`config.mk`:
```
export PLATFORM = sky130hd
export DESIGN_NAME = cache_bridge
export DESIGN_NICKNAME = d
export VERILOG_FILES = /design/src/hw/cache_bridge_pkg.sv /design/src/hw/cache_bridge.sv /design/src/hw/cmd_encode.sv /design/src/hw/resp_queue.sv /design/src/hw/tag_clear_seq.sv
export VERILOG_INCLUDE_DIRS = /design/src /design/src/hw
export SDC_FILE = /design/constraint.sdc
export NUM_CORES = 1
export LEC_CHECK = 0
export BUFFER_PORTS_ARGS = -buffer_cell sky130_fd_sc_hd__buf_4
export CORE_AREA = 3 3 144 146
export CTS_BUF_LIST = sky130_fd_sc_hd__clkbuf_2 sky130_fd_sc_hd__clkbuf_4 sky130_fd_sc_hd__clkbuf_8
export DETAILED_ROUTE_END_ITERATION = 6
export DIE_AREA = 0 0 147 149
export PLACE_DENSITY = 0.76
export SLEW_MARGIN = 15
export SYNTH_ARGS = -nofsm -noshare
export SYNTH_HDL_FRONTEND = slang
export SYNTH_SLANG_ARGS = --single-unit
```
`constraint.sdc`:
```
create_clock -name clk_i -period 7.4 [get_ports clk_i]
set_input_delay 0.37 -clock clk_i [delete_from_list [all_inputs] [get_ports clk_i]]
set_output_delay 0.37 -clock clk_i [all_outputs]
set_load 0.005 [all_outputs]
```
`src/hw/cache_bridge_consts.svh`:
```
////////////////////////////////////////
// widths, cache geometry, queue depth
// and the CSR map of the cache bridge
////////////////////////////////////////
`ifndef CACHE_BRIDGE_CONSTS_SVH
`define CACHE_BRIDGE_CONSTS_SVH

// data path, same width on both sides
`define DATA_WIDTH 64
`define DATA_BYTES 8
`define ADDR_WIDTH 32
`define CACHE_ADDR_WIDTH 28

// cache geometry
`define L2_SETS 16
`define L2_WAYS 2
`define L2_BLOCKS (`L2_SETS * `L2_WAYS)
`define BLOCK_OFFSET_WIDTH 3
`define LINE_INDEX_WIDTH 5

// commands in flight
`define RESP_QUEUE_DEPTH 4

// anything below the DRAM base is CSR space
`define DRAM_BASE 32'h8000_0000
`define TAGFL_DEV 4'h2

`endif

```
`src/hw/cache_bridge_pkg.sv`:
```
////////////////////////////////////////
// message, size, cache opcode and init
// state enums, slice replication helper
////////////////////////////////////////
`default_nettype none
`include "cache_bridge_consts.svh"

package cache_bridge_pkg;

  typedef enum logic [1:0] {MSG_RD, MSG_WR, MSG_UC_RD, MSG_UC_WR} mem_msg_e;

  // value is log2 of the byte count
  typedef enum logic [1:0] {SIZE_1, SIZE_2, SIZE_4, SIZE_8} msg_size_e;

  typedef enum logic [3:0] {
    LB, LH, LW, LD,
    SB, SH, SW, SD,
    TAGST, TAGFL
  } cache_op_e;

  typedef enum logic [1:0] {INIT_RESET, CLEAR_TAG, READY} init_state_e;

  // repeat the low slice of the given size across the whole bus
  function automatic logic [`DATA_WIDTH-1:0] replicate_slice(
    input logic [`DATA_WIDTH-1:0] data,
    input msg_size_e              size
  );
    logic [`DATA_WIDTH-1:0] rep;
    case (size)
      SIZE_1: rep = {(`DATA_WIDTH/8){data[7:0]}};
      SIZE_2: rep = {(`DATA_WIDTH/16){data[15:0]}};
      SIZE_4: rep = {(`DATA_WIDTH/32){data[31:0]}};
      default: rep = data;
    endcase
    return rep;
  endfunction

endpackage

`default_nettype wire

```
`src/hw/cache_bridge.sv`:
```
////////////////////////////////////////
// memory command to cache bridge top
// packet steering and handshake gating
////////////////////////////////////////
`timescale 1ns/1ps
`default_nettype none
`include "cache_bridge_consts.svh"

module cache_bridge (
  input  logic                         clk_i,
  input  logic                         reset_i,
  // command port
  input  logic                         cmd_v_i,
  input  cache_bridge_pkg::mem_msg_e   cmd_type_i,
  input  cache_bridge_pkg::msg_size_e  cmd_size_i,
  input  logic [`ADDR_WIDTH-1:0]       cmd_addr_i,
  input  logic [`DATA_WIDTH-1:0]       cmd_data_i,
  output logic                         cmd_ready_o,
  // response port
  output logic                         resp_v_o,
  output cache_bridge_pkg::mem_msg_e   resp_type_o,
  output cache_bridge_pkg::msg_size_e  resp_size_o,
  output logic [`ADDR_WIDTH-1:0]       resp_addr_o,
  output logic [`DATA_WIDTH-1:0]       resp_data_o,
  input  logic                         resp_ready_i,
  // cache port
  output logic                         cache_pkt_v_o,
  output cache_bridge_pkg::cache_op_e  cache_op_o,
  output logic [`CACHE_ADDR_WIDTH-1:0] cache_addr_o,
  output logic [`DATA_WIDTH-1:0]       cache_data_o,
  output logic [`DATA_BYTES-1:0]       cache_mask_o,
  input  logic                         cache_pkt_ready_i,
  input  logic [`DATA_WIDTH-1:0]       cache_data_i,
  input  logic                         cache_v_i,
  output logic                         cache_yumi_o
);
  import cache_bridge_pkg::*;

  logic                         init_done;
  logic                         clear_v;
  logic [`CACHE_ADDR_WIDTH-1:0] clear_addr;
  cache_op_e                    enc_op;
  logic [`CACHE_ADDR_WIDTH-1:0] enc_addr;
  logic [`DATA_WIDTH-1:0]       enc_data;
  logic [`DATA_BYTES-1:0]       enc_mask;
  logic                         q_full;
  logic                         q_empty;
  logic                         cmd_take;
  logic                         resp_take;

  tag_clear_seq clear0 (
    .clk_i             (clk_i),
    .reset_i           (reset_i),
    .cache_pkt_ready_i (cache_pkt_ready_i),
    .cache_v_i         (cache_v_i),
    .clear_v_o         (clear_v),
    .clear_addr_o      (clear_addr),
    .init_done_o       (init_done)
  );

  cmd_encode enc0 (
    .cmd_type_i (cmd_type_i),
    .cmd_size_i (cmd_size_i),
    .cmd_addr_i (cmd_addr_i),
    .cmd_data_i (cmd_data_i),
    .op_o       (enc_op),
    .addr_o     (enc_addr),
    .data_o     (enc_data),
    .mask_o     (enc_mask)
  );

  resp_queue rq0 (
    .clk_i        (clk_i),
    .reset_i      (reset_i),
    .push_i       (cmd_take),
    .push_type_i  (cmd_type_i),
    .push_size_i  (cmd_size_i),
    .push_addr_i  (cmd_addr_i),
    .pop_i        (resp_take),
    .cache_data_i (cache_data_i),
    .full_o       (q_full),
    .empty_o      (q_empty),
    .head_type_o  (resp_type_o),
    .head_size_o  (resp_size_o),
    .head_addr_o  (resp_addr_o),
    .resp_data_o  (resp_data_o)
  );

  // command and packet go together, so a full queue holds back the packet too
  assign cmd_ready_o = init_done && cache_pkt_ready_i && !q_full;
  assign cmd_take    = cmd_v_i && cmd_ready_o;

  // sequencer owns the cache port until the clear is done
  assign cache_pkt_v_o = init_done ? (cmd_v_i && !q_full) : clear_v;
  assign cache_op_o    = init_done ? enc_op : TAGST;
  assign cache_addr_o  = init_done ? enc_addr : clear_addr;
  assign cache_data_o  = init_done ? enc_data : '0;
  assign cache_mask_o  = init_done ? enc_mask : '0;

  assign resp_v_o  = init_done && cache_v_i && !q_empty;
  assign resp_take = resp_v_o && resp_ready_i;

  // TAGST replies are drained here and never reach the response port
  assign cache_yumi_o = resp_take || (!init_done && cache_v_i);

endmodule

`default_nettype wire

```
`src/hw/cmd_encode.sv`:
```
////////////////////////////////////////
// command to cache packet translation
// opcode, address, data and byte mask
////////////////////////////////////////
`timescale 1ns/1ps
`default_nettype none
`include "cache_bridge_consts.svh"

module cmd_encode (
  input  cache_bridge_pkg::mem_msg_e   cmd_type_i,
  input  cache_bridge_pkg::msg_size_e  cmd_size_i,
  input  logic [`ADDR_WIDTH-1:0]       cmd_addr_i,
  input  logic [`DATA_WIDTH-1:0]       cmd_data_i,
  output cache_bridge_pkg::cache_op_e  op_o,
  output logic [`CACHE_ADDR_WIDTH-1:0] addr_o,
  output logic [`DATA_WIDTH-1:0]       data_o,
  output logic [`DATA_BYTES-1:0]       mask_o
);
  import cache_bridge_pkg::*;

  localparam int OFF_W = $clog2(`DATA_BYTES);
  localparam int PAD_W = `CACHE_ADDR_WIDTH - `LINE_INDEX_WIDTH - `BLOCK_OFFSET_WIDTH;

  logic             is_write;
  logic             is_flush;
  logic [OFF_W-1:0] byte_off;

  assign is_write = (cmd_type_i == MSG_WR) || (cmd_type_i == MSG_UC_WR);
  // device field is address bits 23:20 in the CSR region
  assign is_flush = (cmd_addr_i < `DRAM_BASE) && (cmd_addr_i[23:20] == `TAGFL_DEV);
  assign byte_off = cmd_addr_i[OFF_W-1:0];

  always_comb
  begin
    case (cmd_size_i)
      SIZE_1:  op_o = is_write ? SB : LB;
      SIZE_2:  op_o = is_write ? SH : LH;
      SIZE_4:  op_o = is_write ? SW : LW;
      default: op_o = is_write ? SD : LD;
    endcase

    addr_o = cmd_addr_i[`CACHE_ADDR_WIDTH-1:0];
    data_o = replicate_slice(cmd_data_i, cmd_size_i);

    // pick the lanes of the addressed slice, offset rounded down to the size
    case (cmd_size_i)
      SIZE_1:
      begin
        mask_o = {{(`DATA_BYTES-1){1'b0}}, 1'b1} << byte_off;
      end
      SIZE_2:
      begin
        mask_o = {{(`DATA_BYTES-2){1'b0}}, 2'b11} << {byte_off[OFF_W-1:1], 1'b0};
      end
      SIZE_4:
      begin
        mask_o = {{(`DATA_BYTES-4){1'b0}}, 4'hf} << {byte_off[OFF_W-1:2], 2'b00};
      end
      default:
      begin
        mask_o = {`DATA_BYTES{1'b1}};
      end
    endcase

    // flush carries its set and way in the low data bits
    if (is_flush)
    begin
      op_o   = TAGFL;
      addr_o = {{PAD_W{1'b0}}, cmd_data_i[`LINE_INDEX_WIDTH-1:0],
                {`BLOCK_OFFSET_WIDTH{1'b0}}};
      data_o = '0;
      mask_o = '0;
    end
  end

endmodule

`default_nettype wire

```
`src/hw/resp_queue.sv`:
```
////////////////////////////////////////
// in-flight header queue and response
// data formation
////////////////////////////////////////
`timescale 1ns/1ps
`default_nettype none
`include "cache_bridge_consts.svh"

module resp_queue (
  input  logic                        clk_i,
  input  logic                        reset_i,
  input  logic                        push_i,
  input  cache_bridge_pkg::mem_msg_e  push_type_i,
  input  cache_bridge_pkg::msg_size_e push_size_i,
  input  logic [`ADDR_WIDTH-1:0]      push_addr_i,
  input  logic                        pop_i,
  input  logic [`DATA_WIDTH-1:0]      cache_data_i,
  output logic                        full_o,
  output logic                        empty_o,
  output cache_bridge_pkg::mem_msg_e  head_type_o,
  output cache_bridge_pkg::msg_size_e head_size_o,
  output logic [`ADDR_WIDTH-1:0]      head_addr_o,
  output logic [`DATA_WIDTH-1:0]      resp_data_o
);
  import cache_bridge_pkg::*;

  localparam int PTR_W = $clog2(`RESP_QUEUE_DEPTH);
  localparam logic [PTR_W:0] DEPTH = `RESP_QUEUE_DEPTH;

  mem_msg_e               type_q [`RESP_QUEUE_DEPTH];
  msg_size_e              size_q [`RESP_QUEUE_DEPTH];
  logic [`ADDR_WIDTH-1:0] addr_q [`RESP_QUEUE_DEPTH];

  logic [PTR_W-1:0] wr_ptr_r;
  logic [PTR_W-1:0] rd_ptr_r;
  logic [PTR_W:0]   count_r;

  assign full_o  = (count_r == DEPTH);
  assign empty_o = (count_r == '0);

  assign head_type_o = type_q[rd_ptr_r];
  assign head_size_o = size_q[rd_ptr_r];
  assign head_addr_o = addr_q[rd_ptr_r];

  // B/H/W/D replies come back at the bottom of the word
  assign resp_data_o = replicate_slice(cache_data_i, head_size_o);

  always_ff @(posedge clk_i)
  begin
    if (push_i)
    begin
      type_q[wr_ptr_r] <= push_type_i;
      size_q[wr_ptr_r] <= push_size_i;
      addr_q[wr_ptr_r] <= push_addr_i;
    end
  end

  // pointers wrap on their own, depth is a power of two
  always_ff @(posedge clk_i)
  begin
    if (reset_i)
    begin
      wr_ptr_r <= '0;
      rd_ptr_r <= '0;
      count_r  <= '0;
    end
    else
    begin
      if (push_i)
        wr_ptr_r <= wr_ptr_r + 1'b1;
      if (pop_i)
        rd_ptr_r <= rd_ptr_r + 1'b1;
      if (push_i && !pop_i)
        count_r <= count_r + 1'b1;
      else if (pop_i && !push_i)
        count_r <= count_r - 1'b1;
    end
  end

endmodule

`default_nettype wire

```
`src/hw/tag_clear_seq.sv`:
```
////////////////////////////////////////
// post-reset tag clear sequencer, one
// TAGST per block, counts the replies
////////////////////////////////////////
`timescale 1ns/1ps
`default_nettype none
`include "cache_bridge_consts.svh"

module tag_clear_seq (
  input  logic                         clk_i,
  input  logic                         reset_i,
  input  logic                         cache_pkt_ready_i,
  input  logic                         cache_v_i,
  output logic                         clear_v_o,
  output logic [`CACHE_ADDR_WIDTH-1:0] clear_addr_o,
  output logic                         init_done_o
);
  import cache_bridge_pkg::*;

  localparam int CNT_W = `LINE_INDEX_WIDTH + 1;
  localparam logic [CNT_W-1:0] BLOCKS = `L2_BLOCKS;
  localparam int PAD_W = `CACHE_ADDR_WIDTH - `LINE_INDEX_WIDTH - `BLOCK_OFFSET_WIDTH;

  init_state_e state_r, state_n;
  logic [CNT_W-1:0] sent_r, sent_n;
  logic [CNT_W-1:0] recv_r, recv_n;

  assign clear_v_o   = (state_r == CLEAR_TAG) && (sent_r != BLOCKS);
  assign init_done_o = (state_r == READY);

  // line index sits just above the block offset
  assign clear_addr_o = {{PAD_W{1'b0}}, sent_r[`LINE_INDEX_WIDTH-1:0],
                         {`BLOCK_OFFSET_WIDTH{1'b0}}};

  always_comb
  begin
    state_n = state_r;
    sent_n  = sent_r;
    recv_n  = recv_r;
    case (state_r)
      INIT_RESET:
      begin
        state_n = CLEAR_TAG;
      end
      CLEAR_TAG:
      begin
        if (clear_v_o && cache_pkt_ready_i)
          sent_n = sent_r + 1'b1;
        if (cache_v_i)
          recv_n = recv_r + 1'b1;
        // every packet sent and every reply drained
        if ((sent_r == BLOCKS) && (recv_r == BLOCKS))
          state_n = READY;
      end
      default:
      begin
        state_n = READY;
      end
    endcase
  end

  always_ff @(posedge clk_i)
  begin
    if (reset_i)
    begin
      state_r <= INIT_RESET;
      sent_r  <= '0;
      recv_r  <= '0;
    end
    else
    begin
      state_r <= state_n;
      sent_r  <= sent_n;
      recv_r  <= recv_n;
    end
  end

endmodule

`default_nettype wire

```
# After elaboration in Yosys (flattened, before gate mapping)
# Memory sizes are Yosys's and may differ from the RTL's. A register that Yosys moved wholly into a read port is not among the register bits.
# Cells that the tools add are included.
# classes
add_sub_neg	6
order_cmp	1
eq_ne	14
shifts	3
n_mux	29
reduce_logical	28
# op_table
operator	n
$pmux W64 S3	2
$mux W64	2
$mux W28	2
$lt A32 B32 Y1 const B	1
$pmux W8 S3	1
$mux W3	6
$mux W8	2
$logic_and A1 B1 Y1	14
$mux W2	7
$add A6 B1 Y6 const B	2
$eq A6 B6 Y1 const B	2
$pmux W4 S3	1
$eq A2 B1 Y1 const B	4
$eq A2 B2 Y1 const B	4
$mux W4	2
$shl A1 B3 Y8 const A	1
$shl A2 B3 Y8 const A	1
$shl A4 B3 Y8 const A	1
$logic_not A2 Y1	3
$ne A6 B6 Y1 const B	1
$logic_not A1 Y1	5
$add A2 B1 Y2 const B	2
$eq A4 B2 Y1 const B	1
$pmux W2 S2	1
9 further kinds	13
# totals
register_bits	21
ram_bits	144
inputBits	170
elab_cells	90
memories	3
# memory_table
memory	words	width	rd	rd_ports_with_merged_regs	write_ports	line	text
rq0.addr_q	4	32	1	1	1	resp_queue.sv:32	logic [`ADDR_WIDTH-1:0] addr_q [`RESP_QUEUE_DEPTH];
rq0.size_q	4	2	1	1	1	resp_queue.sv:31	msg_size_e size_q [`RESP_QUEUE_DEPTH];
rq0.type_q	4	2	1	1	1	resp_queue.sv:30	mem_msg_e type_q [`RESP_QUEUE_DEPTH];

# Logic depth before layout (Yosys ltp)
# Gate-level depths: netlist of run 1.
# depth
ltp_word	8
ltp_mapped	10
ltp_nobuf	8

# Cells and area by module
# Synthesis of run 1 repeated with hierarchy kept, for this count alone.
# hier_totals
cells_unflattened	834
hier_area_um2	10426.2
# by_module_without_submodules
mod	instances	cells_each	area_each_um2	seq_area_each_um2
resp_queue	1	343	6705.2	4504.3
cmd_encode	1	256	1726.7	0.0
cache_bridge	1	127	1079.8	0.0
tag_clear_seq	1	108	914.6	280.3

# Least setup slack after synthesis of run 1
# Ideal clock, no wire load.
# synth_timing
path_type	reg2reg
from	register clear0.state_r[1]
to	memory rq0.addr_q[0][0] (netlist name) (enable)
arrival_time_ns	1.996
required_ns	7.003
path_slack_ns	5.008
stages_incl_launch_ff	6
path_buffers	2
path_cell_list	dfxtp_1 > nor2b_1 > buf_2 > and4_1 > clkbuf_1 > and2_1
# synth_via
elab_chain_cells	6
# synth_lines
item	line	text
start, declared	tag_clear_seq.sv:24	init_state_e state_r, state_n;
start signal, assigned	tag_clear_seq.sv:72	state_r <= state_n;
$eq A2 B2 Y1	tag_clear_seq.sv:29	assign init_done_o = (state_r == READY);
$logic_and A1 B1 Y1 (2 in series)	cache_bridge.sv:90	assign cmd_ready_o = init_done && cache_pkt_ready_i && !q_full;
$logic_and A1 B1 Y1	cache_bridge.sv:91	assign cmd_take = cmd_v_i && cmd_ready_o;
via cmd_take	cache_bridge.sv:48	logic cmd_take;
$mux W1	resp_queue.sv:50	if (push_i)
$mux W1 (implied by the code)	resp_queue.sv:54	addr_q[wr_ptr_r] <= push_addr_i;
end, declared	resp_queue.sv:32	
# The timed path passes the listed nets, and every way through them passes these cells.

==> metrics.md, run 1 <==
| Metric | Value |
|---|---|
| Run status | `finished, final reports clean` |
| Area of the mapped netlist | `around 0.0088 mm²` |
| FP Rows | `roughly 50` |
| Leakage power | `5.041 nW` |
| Critical setup path kind | `reg2out` |
| Number of buffers created by CTS | `17` |
| Net count after synthesis | `around 900` |
| Clock skew | `17.28 ps` |
| Clock-pin slew reported for the worst setup and hold paths after clock tree synthesis | `90 ps` |
| Worst-case vdd ir drop | `roughly 0.13 mV` |
| Number of placed I/O pins | `around 380` |
| Placed cell count | `about 1300` |
| Number of H-tree branching levels | `4` |
| Startpoint Class | `register` |
| Total setup buffers inserted after CTS | `0` |
| Share of synthesized flip-flops with an asynchronous set or reset | `0` |
| Violation count after the first detailed-route iteration | `roughly 380` |
| Final antenna-violating net count | `0` |
| Number of setup violations in the final report | `0` |
| Share of the clock period used by the worst path | `0.4907` |
| Power per Cell Area | `between 150 and 200 mW/mm²` |
| Sum of negative setup slack | `0 ps` |
| Antenna diode instance count | `0` |
| Unrepaired setup endpoints after global routing | `no` |
| CP delay by family, top | `multiplexers` |
| Via count | `7158` |
| Worst Setup End Kind | `primary output` |
| TritonCTS clock tree | `built` |
| Placed instance area | `about 0.012 mm²` |
| Port Buffer Count | `377` |
| Synthesis-to-finish area growth | `37.46%` |
| Wire length after detailed routing | `26.65 mm` |
| Arrival time of the worst setup path | `around 3300 ps` |
| Area of the core | `~0.02 mm²` |
| Synthesized instance count | `about 740` |
| Number of buffers on the longest clock path | `2` |
| Antenna violations before repair | `0` |
| Placer's final routability congestion estimate | `approximately 0.96` |
| Worst skew pair latency | `~450 ps` |
| Time the final worst path needs with I/O delays and setup | `between 3000 and 4000 ps` |
| Detailed placement HPWL | `just under 20 mm` |
| Quantity of hold-fixing buffers added after cts | `0` |
| Final hold violations | `0` |
| Ordered list of cells on the worst path | `buf_4 -> mux4_2 -> or2_2 -> o22ai_1 -> a21oi_1 -> buf_4` |
| Die Height | `approximately 150 µm` |
| Nets | `1260` |
| Worst min-delay path category | `in2reg` |
| Relative max-transition margin | `0.3241` |
| Peak per-stage delay on the critical path | `~1000 ps` |
| Top post-synthesis cells by area | `edfxtp_1 (49%), mux4_2 (8.9%), mux2i_1 (8.3%)` |
| Die outline area | `between 0.02 and 0.025 mm²` |
| Number of standard cells in the layout, taps in and fillers out | `between 1000 and 1500` |
| Via count of the first global-routing pass | `~6900` |
| Most common cell on crit path | `buf_4` |
| Worst hold slack across all endpoints | `119.8 ps` |
| Avg Cell Area, Syn | `about 12 µm²` |
| Die width | `approximately 150 µm` |
| Global-route wire length before repair | `approximately 39 mm` |
| Worst Tran Pin Value | `1012 ps` |
| Data required time of the critical path | `between 7000 and 8000 ps` |
| Cell with the biggest individual delay on the critical path | `mux4_2` |
| Detailed-route vias per instance | `between 5 and 6` |
| Max frequency | `0.2754 GHz` |
| CP bufs+invs | `2` |
| Total clock sinks | `167` |
| First-pass iteration count of the detailed router | `5` |
| Share of the yosys chip area belonging to registers | `0.5418` |
| Library cell with the largest summed area after synthesis | `edfxtp_1` |
| Area fraction of the dominant cell type after synthesis | `0.4897` |
| Root Buffer Master | `clkbuf_8` |
| Final Instance Area | `0.01214 mm²` |
| All-Layer GR Usage | `0.2301` |
| Maximum number of pins on one net before global-route repair | `slightly below 70` |
| Most common flop cell mapped by yosys | `edfxtp_1` |
| Filler instances | `roughly 1600` |
| Resize count post-CTS | `0` |
| Starting utilization of the core area | `0.4523` |
| Pins Over Slew Limit | `0` |
| Distinct cell type count after synthesis | `between 50 and 60` |
| Fraction of layout instances using a drive strength above 1 | `0.4300` |
| # Max-Cap Violations | `0` |
| EDFF count, synth | `144` |
| Number of remaining DRC errors | `0` |
| Most instantiated cells after synthesis | `edfxtp_1 (144), nand2_1 (87), mux2i_1 (73), nor2_1 (53), a21oi_1 (52)` |
| CP max FO | `36` |
| Yosys Warn Count | `0` |
| Flip-flop and latch count after synthesis | `between 150 and 200` |
| Most frequent cell after synthesis | `edfxtp_1` |
| Wire length per cell | `approximately 20 µm` |
| Global-route congestion overflow total | `0` |
## layout by cell type (no fill, tap or decap), types with 8 or more instances in the layout
cell type,Yosys,layout
o21a_1,8,8
nor2_1,53,53
o21ai_0,46,46
and2_1,35,31
a21oi_1,52,52
nand3_1,11,11
a211oi_1,8,8
clkbuf_8,0,17
mux2i_1,73,73
ha_1,9,9
mux4_2,35,35
nand2_1,87,87
o22ai_1,8,8
edfxtp_1,144,144
inv_1,18,18
dfxtp_1,23,21
buf_4,10,380
## area by class of cell
class                           count  area [µm²]  share of cell area
Clock buffer                       17       234.0             0.01927
Timing Repair Buffer              380        2853              0.2350
Multi-Input combinational cell    493        3684              0.3034
Inverter                           21       78.83            0.006494
Sequential cell                   167        4787              0.3944
Clock inverter                     15       171.4             0.01412
Tap cell                          265       331.6             0.02731
## power by group
group	leakage (nW)	switching (mW)	internal (mW)
combinational	3.37	0.0947	0.106
sequential	1.48	0.00227	1.02
clock	0.188	0.341	0.306
## registers in the layout (all words and copies together) (netlist names), named ones only
register and flops:
clear0.recv_r 6, rq0.type_q 8, rq0.rd_ptr_r 2, clear0.sent_r 6, rq0.addr_q 128, clear0.state_r 2
rq0.wr_ptr_r 2, rq0.size_q 8, rq0.count_r 3
## path summary, 6_finish.rpt
check / startpoint / endpoint / slack, ps / cells past startpoint
setup reg to reg: clear0.state_r[1] / rq0.count_r[2] / 4300 / 8
hold / removal: cmd_addr_i[28] / rq0.addr_q[0][28] / 120 / 1
setup / recovery: register / resp_data_o[46] / 3770 / 6
hold reg to reg: rq0.count_r[2] / rq0.count_r[2] / 500 / 2
## routing by layer
layer	track usage	vias up	wire [µm]
met5	0	-	0
met1	0.3025	3409	10750
met2	0.3893	335	13460
met3	0.05895	21	2128
li1	-	3393	-
met4	0.05079	0	312
## cell families after synthesis
family / count (synthesis) / synth area share
compound gates: 134 / 0.08586
buf+inv: 75 / 0.04165
mux: 117 / 0.1843
flops: 167 / 0.5418
fa+ha+maj: 10 / 0.01502
xor+xnor: 11 / 0.01176
simple gates: 221 / 0.1196
## per-stage QoR
step | total power, mW | util | setup WS (ps)
4_1_cts | 1.882 | 0.6217 | 3710
2_1_floorplan | 1.112 | - | 5008
5_1_grt | 1.943 | 0.6217 | 3462
6_report | 1.870 | 0.6217 | 3769
3_3_place_gp | 1.241 | 0.6009 | 4244
3_5_place_dp | 1.243 | 0.6009 | 4222
No activity file was read; power rests on OpenSTA's default activity.
==> run 2, diff against run 1 <==
ABC_AREA = 1   (was default)
CORE_AREA = default   (was 3 3 144 146)
CORE_MARGIN = 3   (was default)
CORE_UTILIZATION = 45   (was default)
DIE_AREA = default   (was 0 0 147 149)
PLACE_DENSITY = 0.79   (was 0.76)
clock period = 2.95 ns   (was 7.4 ns; I/O delays follow)
==> metrics.md, run 2 <==
| Metric | Value |
|---|---|
| Starting utilization of the core area | `0.4683 (+0.01607)` |
| Placed instance area | `0.01193 mm² (+1.7%)` |
| Number of remaining DRC errors | `0 (unchanged)` |
| Max frequency | `0.3691 GHz` |
| # Max-Cap Violations | `0 (unchanged)` |
| Clock skew | `19.21 ps (+1.937 ps)` |
| Die outline area | `0.02159 mm² (-1.4%)` |
| Largest registers | `rq0.addr_q x128, rq0.size_q x8, rq0.type_q x8` |
| Detailed-route vias per instance | `5.230 (-0.77%)` |
| Synthesis-to-finish area growth | `41.44%` |
| Avg Cell Area, Syn | `8.236 µm² (-31%)` |
| Arrival time of the worst setup path | `2560 ps (-700 ps)` |
| Net count after synthesis | `1265 (+38%)` |
| Total clock sinks | `167 (unchanged)` |
| Final antenna-violating net count | `0 (unchanged)` |
| Relative max-transition margin | `0.4156 (+0.09143)` |
| Via count | `9090 (+27%)` |
| Number of placed I/O pins | `378 (unchanged)` |
| Setup ws final | `240.9 ps (-3528 ps)` |
| Biggest register | `rq0.addr_q` |
| Worst skew pair latency | `450 ps (about the same)` |
| Sum of negative setup slack | `0 ps (unchanged)` |
| Number of standard cells in the layout, taps in and fillers out | `1738 (+28%)` |
| Maximum number of pins on one net before global-route repair | `69 (+1.5%)` |
| Number of setup violations in the final report | `0 (unchanged)` |
| Placed cell count | `1671 (+26%)` |
| Number of buffers on the longest clock path | `2 (unchanged)` |
| Violation count after the first detailed-route iteration | `744 (+96%)` |
| Run status | `finished, final reports clean` |
| FP Rows | `50 (-2.0%)` |
| Commonest non-fill, non-tap cells in the layout | `buf_4 (388), nor2_1 (237), nand2_1 (229), edfxtp_1 (144), o21ai_0 (109)` |
| Yosys Warn Count | `0 (unchanged)` |
| Number of buffers created by CTS | `17 (unchanged)` |
| Overall power | `4.533 mW (+140%)` |
| Storage element area | `0.004786 mm² (about the same)` |
| Distinct cell type count after synthesis | `30 (-42%)` |
| Wire length after detailed routing | `30.63 mm (+15%)` |
| Antenna diode instance count | `0 (unchanged)` |
| Detailed placement HPWL | `22.08 mm (+14%)` |
| Nets | `1645 (+31%)` |
| Time the final worst path needs with I/O delays and setup | `between 2000 and 3000 ps` |
| Layout Utilization | `0.6624 (+0.04074)` |
| Die Height | `146.9 µm (-1.4%)` |
| EDFF count, synth | `144 (unchanged)` |
| Port Buffer Count | `377 (unchanged)` |
| Worst Tran Pin Value | `873.6 ps (-138.2 ps)` |
| Fraction of layout instances using a drive strength above 1 | `0.2991 (-0.1310)` |
| Pins Over Slew Limit | `0 (unchanged)` |
| Share of the yosys chip area belonging to registers | `0.5354 (-0.006372)` |
| Most instantiated cells after synthesis | `nor2_1 (241), nand2_1 (231), edfxtp_1 (144), o21ai_0 (109), nand3_1 (76)` |
| Global-route congestion overflow total | `0 (unchanged)` |
| Data required time of the critical path | `2800 ps (-4230 ps)` |
| Synthesized instance count | `1085 (+48%)` |
| Top post-synthesis cells by area | `edfxtp_1 (48%), nor2_1 (10%), nand2_1 (9.7%)` |
| Setup WS pre-CTS | `636.2 ps (-3586 ps)` |
| Total setup buffers inserted after CTS | `0 (unchanged)` |
| Die width | `146.9 µm (about the same)` |
| Worst min-delay path category | `in2reg` |
| Unrepaired setup endpoints after global routing | `no` |
| Area of the mapped netlist | `0.008936 mm² (+1.2%)` |
| Met1 routed wirelength after detailed routing | `11.85 mm (+10%)` |
| Global-route wire length before repair | `46.31 mm (+19%)` |
| Via count of the first global-routing pass | `8640 (+25%)` |
| Met3 wirelength from detailed routing | `2.487 mm (+17%)` |
| Final Instance Area | `0.01264 mm² (+4.1%)` |
| Placer's final routability congestion estimate | `0.9747 (+1.6%)` |
| Area of combinational cells with multiple inputs | `0.003545 mm² (-3.8%)` |
| Final hold violations | `0 (unchanged)` |
| Flip-flop count of the largest register, all copies and words added | `128 (unchanged)` |
| Leakage power | `5.761 nW (+14%)` |
| TritonCTS clock tree | `built` |
| Filler instances | `1575 (-0.32%)` |
| Quantity of hold-fixing buffers added after cts | `35 (+35)` |
| Resize count post-CTS | `0 (unchanged)` |
| Number of H-tree branching levels | `4 (unchanged)` |
| Area fraction of the dominant cell type after synthesis | `0.4839 (-0.005759)` |
| Most common flop cell mapped by yosys | `edfxtp_1` |
| Antenna violations before repair | `0 (unchanged)` |
| First-pass iteration count of the detailed router | `5 (unchanged)` |
| Power per Cell Area | `358.6 mW/mm² (+130%)` |
| Flip-flop and latch count after synthesis | `167 (unchanged)` |
| All-Layer GR Usage | `0.2691 (+0.03907)` |
| Share of the clock period used by the worst path | `0.9183` |
| Worst Setup End Kind | `primary output` |
| Share of synthesized flip-flops with an asynchronous set or reset | `0 (unchanged)` |
| Library cell with the largest summed area after synthesis | `edfxtp_1` |
| Amount of wire on met2 after detailed routing | `15.43 mm (+15%)` |
| Worst hold slack across all endpoints | `93.12 ps (-26.70 ps)` |
| Startpoint Class | `input port` |
| Most frequent cell after synthesis | `nor2_1` |
| CP max FO | `56 (+56%)` |
| Clock-pin slew reported for the worst setup and hold paths after clock tree synthesis | `90 ps (about the same)` |
| Wire length per cell | `17.62 µm (-10%)` |
| Root Buffer Master | `clkbuf_8` |
| Critical setup path kind | `in2out` |
| Area of the core | `0.01908 mm² (-2.3%)` |
| Worst-case vdd ir drop | `0.2927 mV (+120%)` |
| Leading cell type in the layout, fill and taps excluded | `buf_4` |
| Top routing layer in use | `met4` |
-- run 2: path summary, 6_finish.rpt --
check	startpoint	end	slack, ps	cells after the start
max	cmd_addr_i[23]	cache_data_o[49]	240	8
min	resp_ready_i	register	90	3
max reg2reg	clear0.state_r[0]	rq0.count_r[2]	590	12
min reg2reg	rq0.count_r[2]	rq0.count_r[2]	500	2
-- run 2: worst max-delay path, stage by stage --
cell,delay (ps)
dlygate4sd3_1,550
buf_4,170
nor2_1,100
nand4_1,440
nand2_2,200
buf_4,550
a211oi_1,160
buf_4,210
-- run 2: cells by family after synthesis --
logic type	synth area share
simple gates	0.2644
compound gates	0.1087
flops	0.5354
buf+inv	0.07183
fa+ha+maj	0.01484
xor+xnor	0.004900
-- run 2: area by class of cell --
class                           count  share of cell area
Clock buffer                       17             0.01851
Clock inverter                     15            0.009602
Inverter                           76             0.02257
Multi-Input combinational cell    776              0.2804
Sequential cell                   167              0.3786
Tap cell                          260             0.02574
Timing Repair Buffer              427              0.2645
-- run 2: report_power, final --
| group | switching, mW | total [mW] | internal [mW] |
|---|---|---|---|
| Combinational | 0.249 | 0.521 | 0.272 |
| Sequential | 0.00358 | 2.56 | 2.56 |
| Clock | 0.849 | 1.45 | 0.598 |
| Total | 1.10 | 4.53 | 3.43 |
-- run 2: metal layers --
metal	global-route usage	vias to the layer above
li1	-	4388
met1	0.3308	4220
met2	0.4702	428
met3	0.06046	54
met4	0.09040	0
met5	0	-
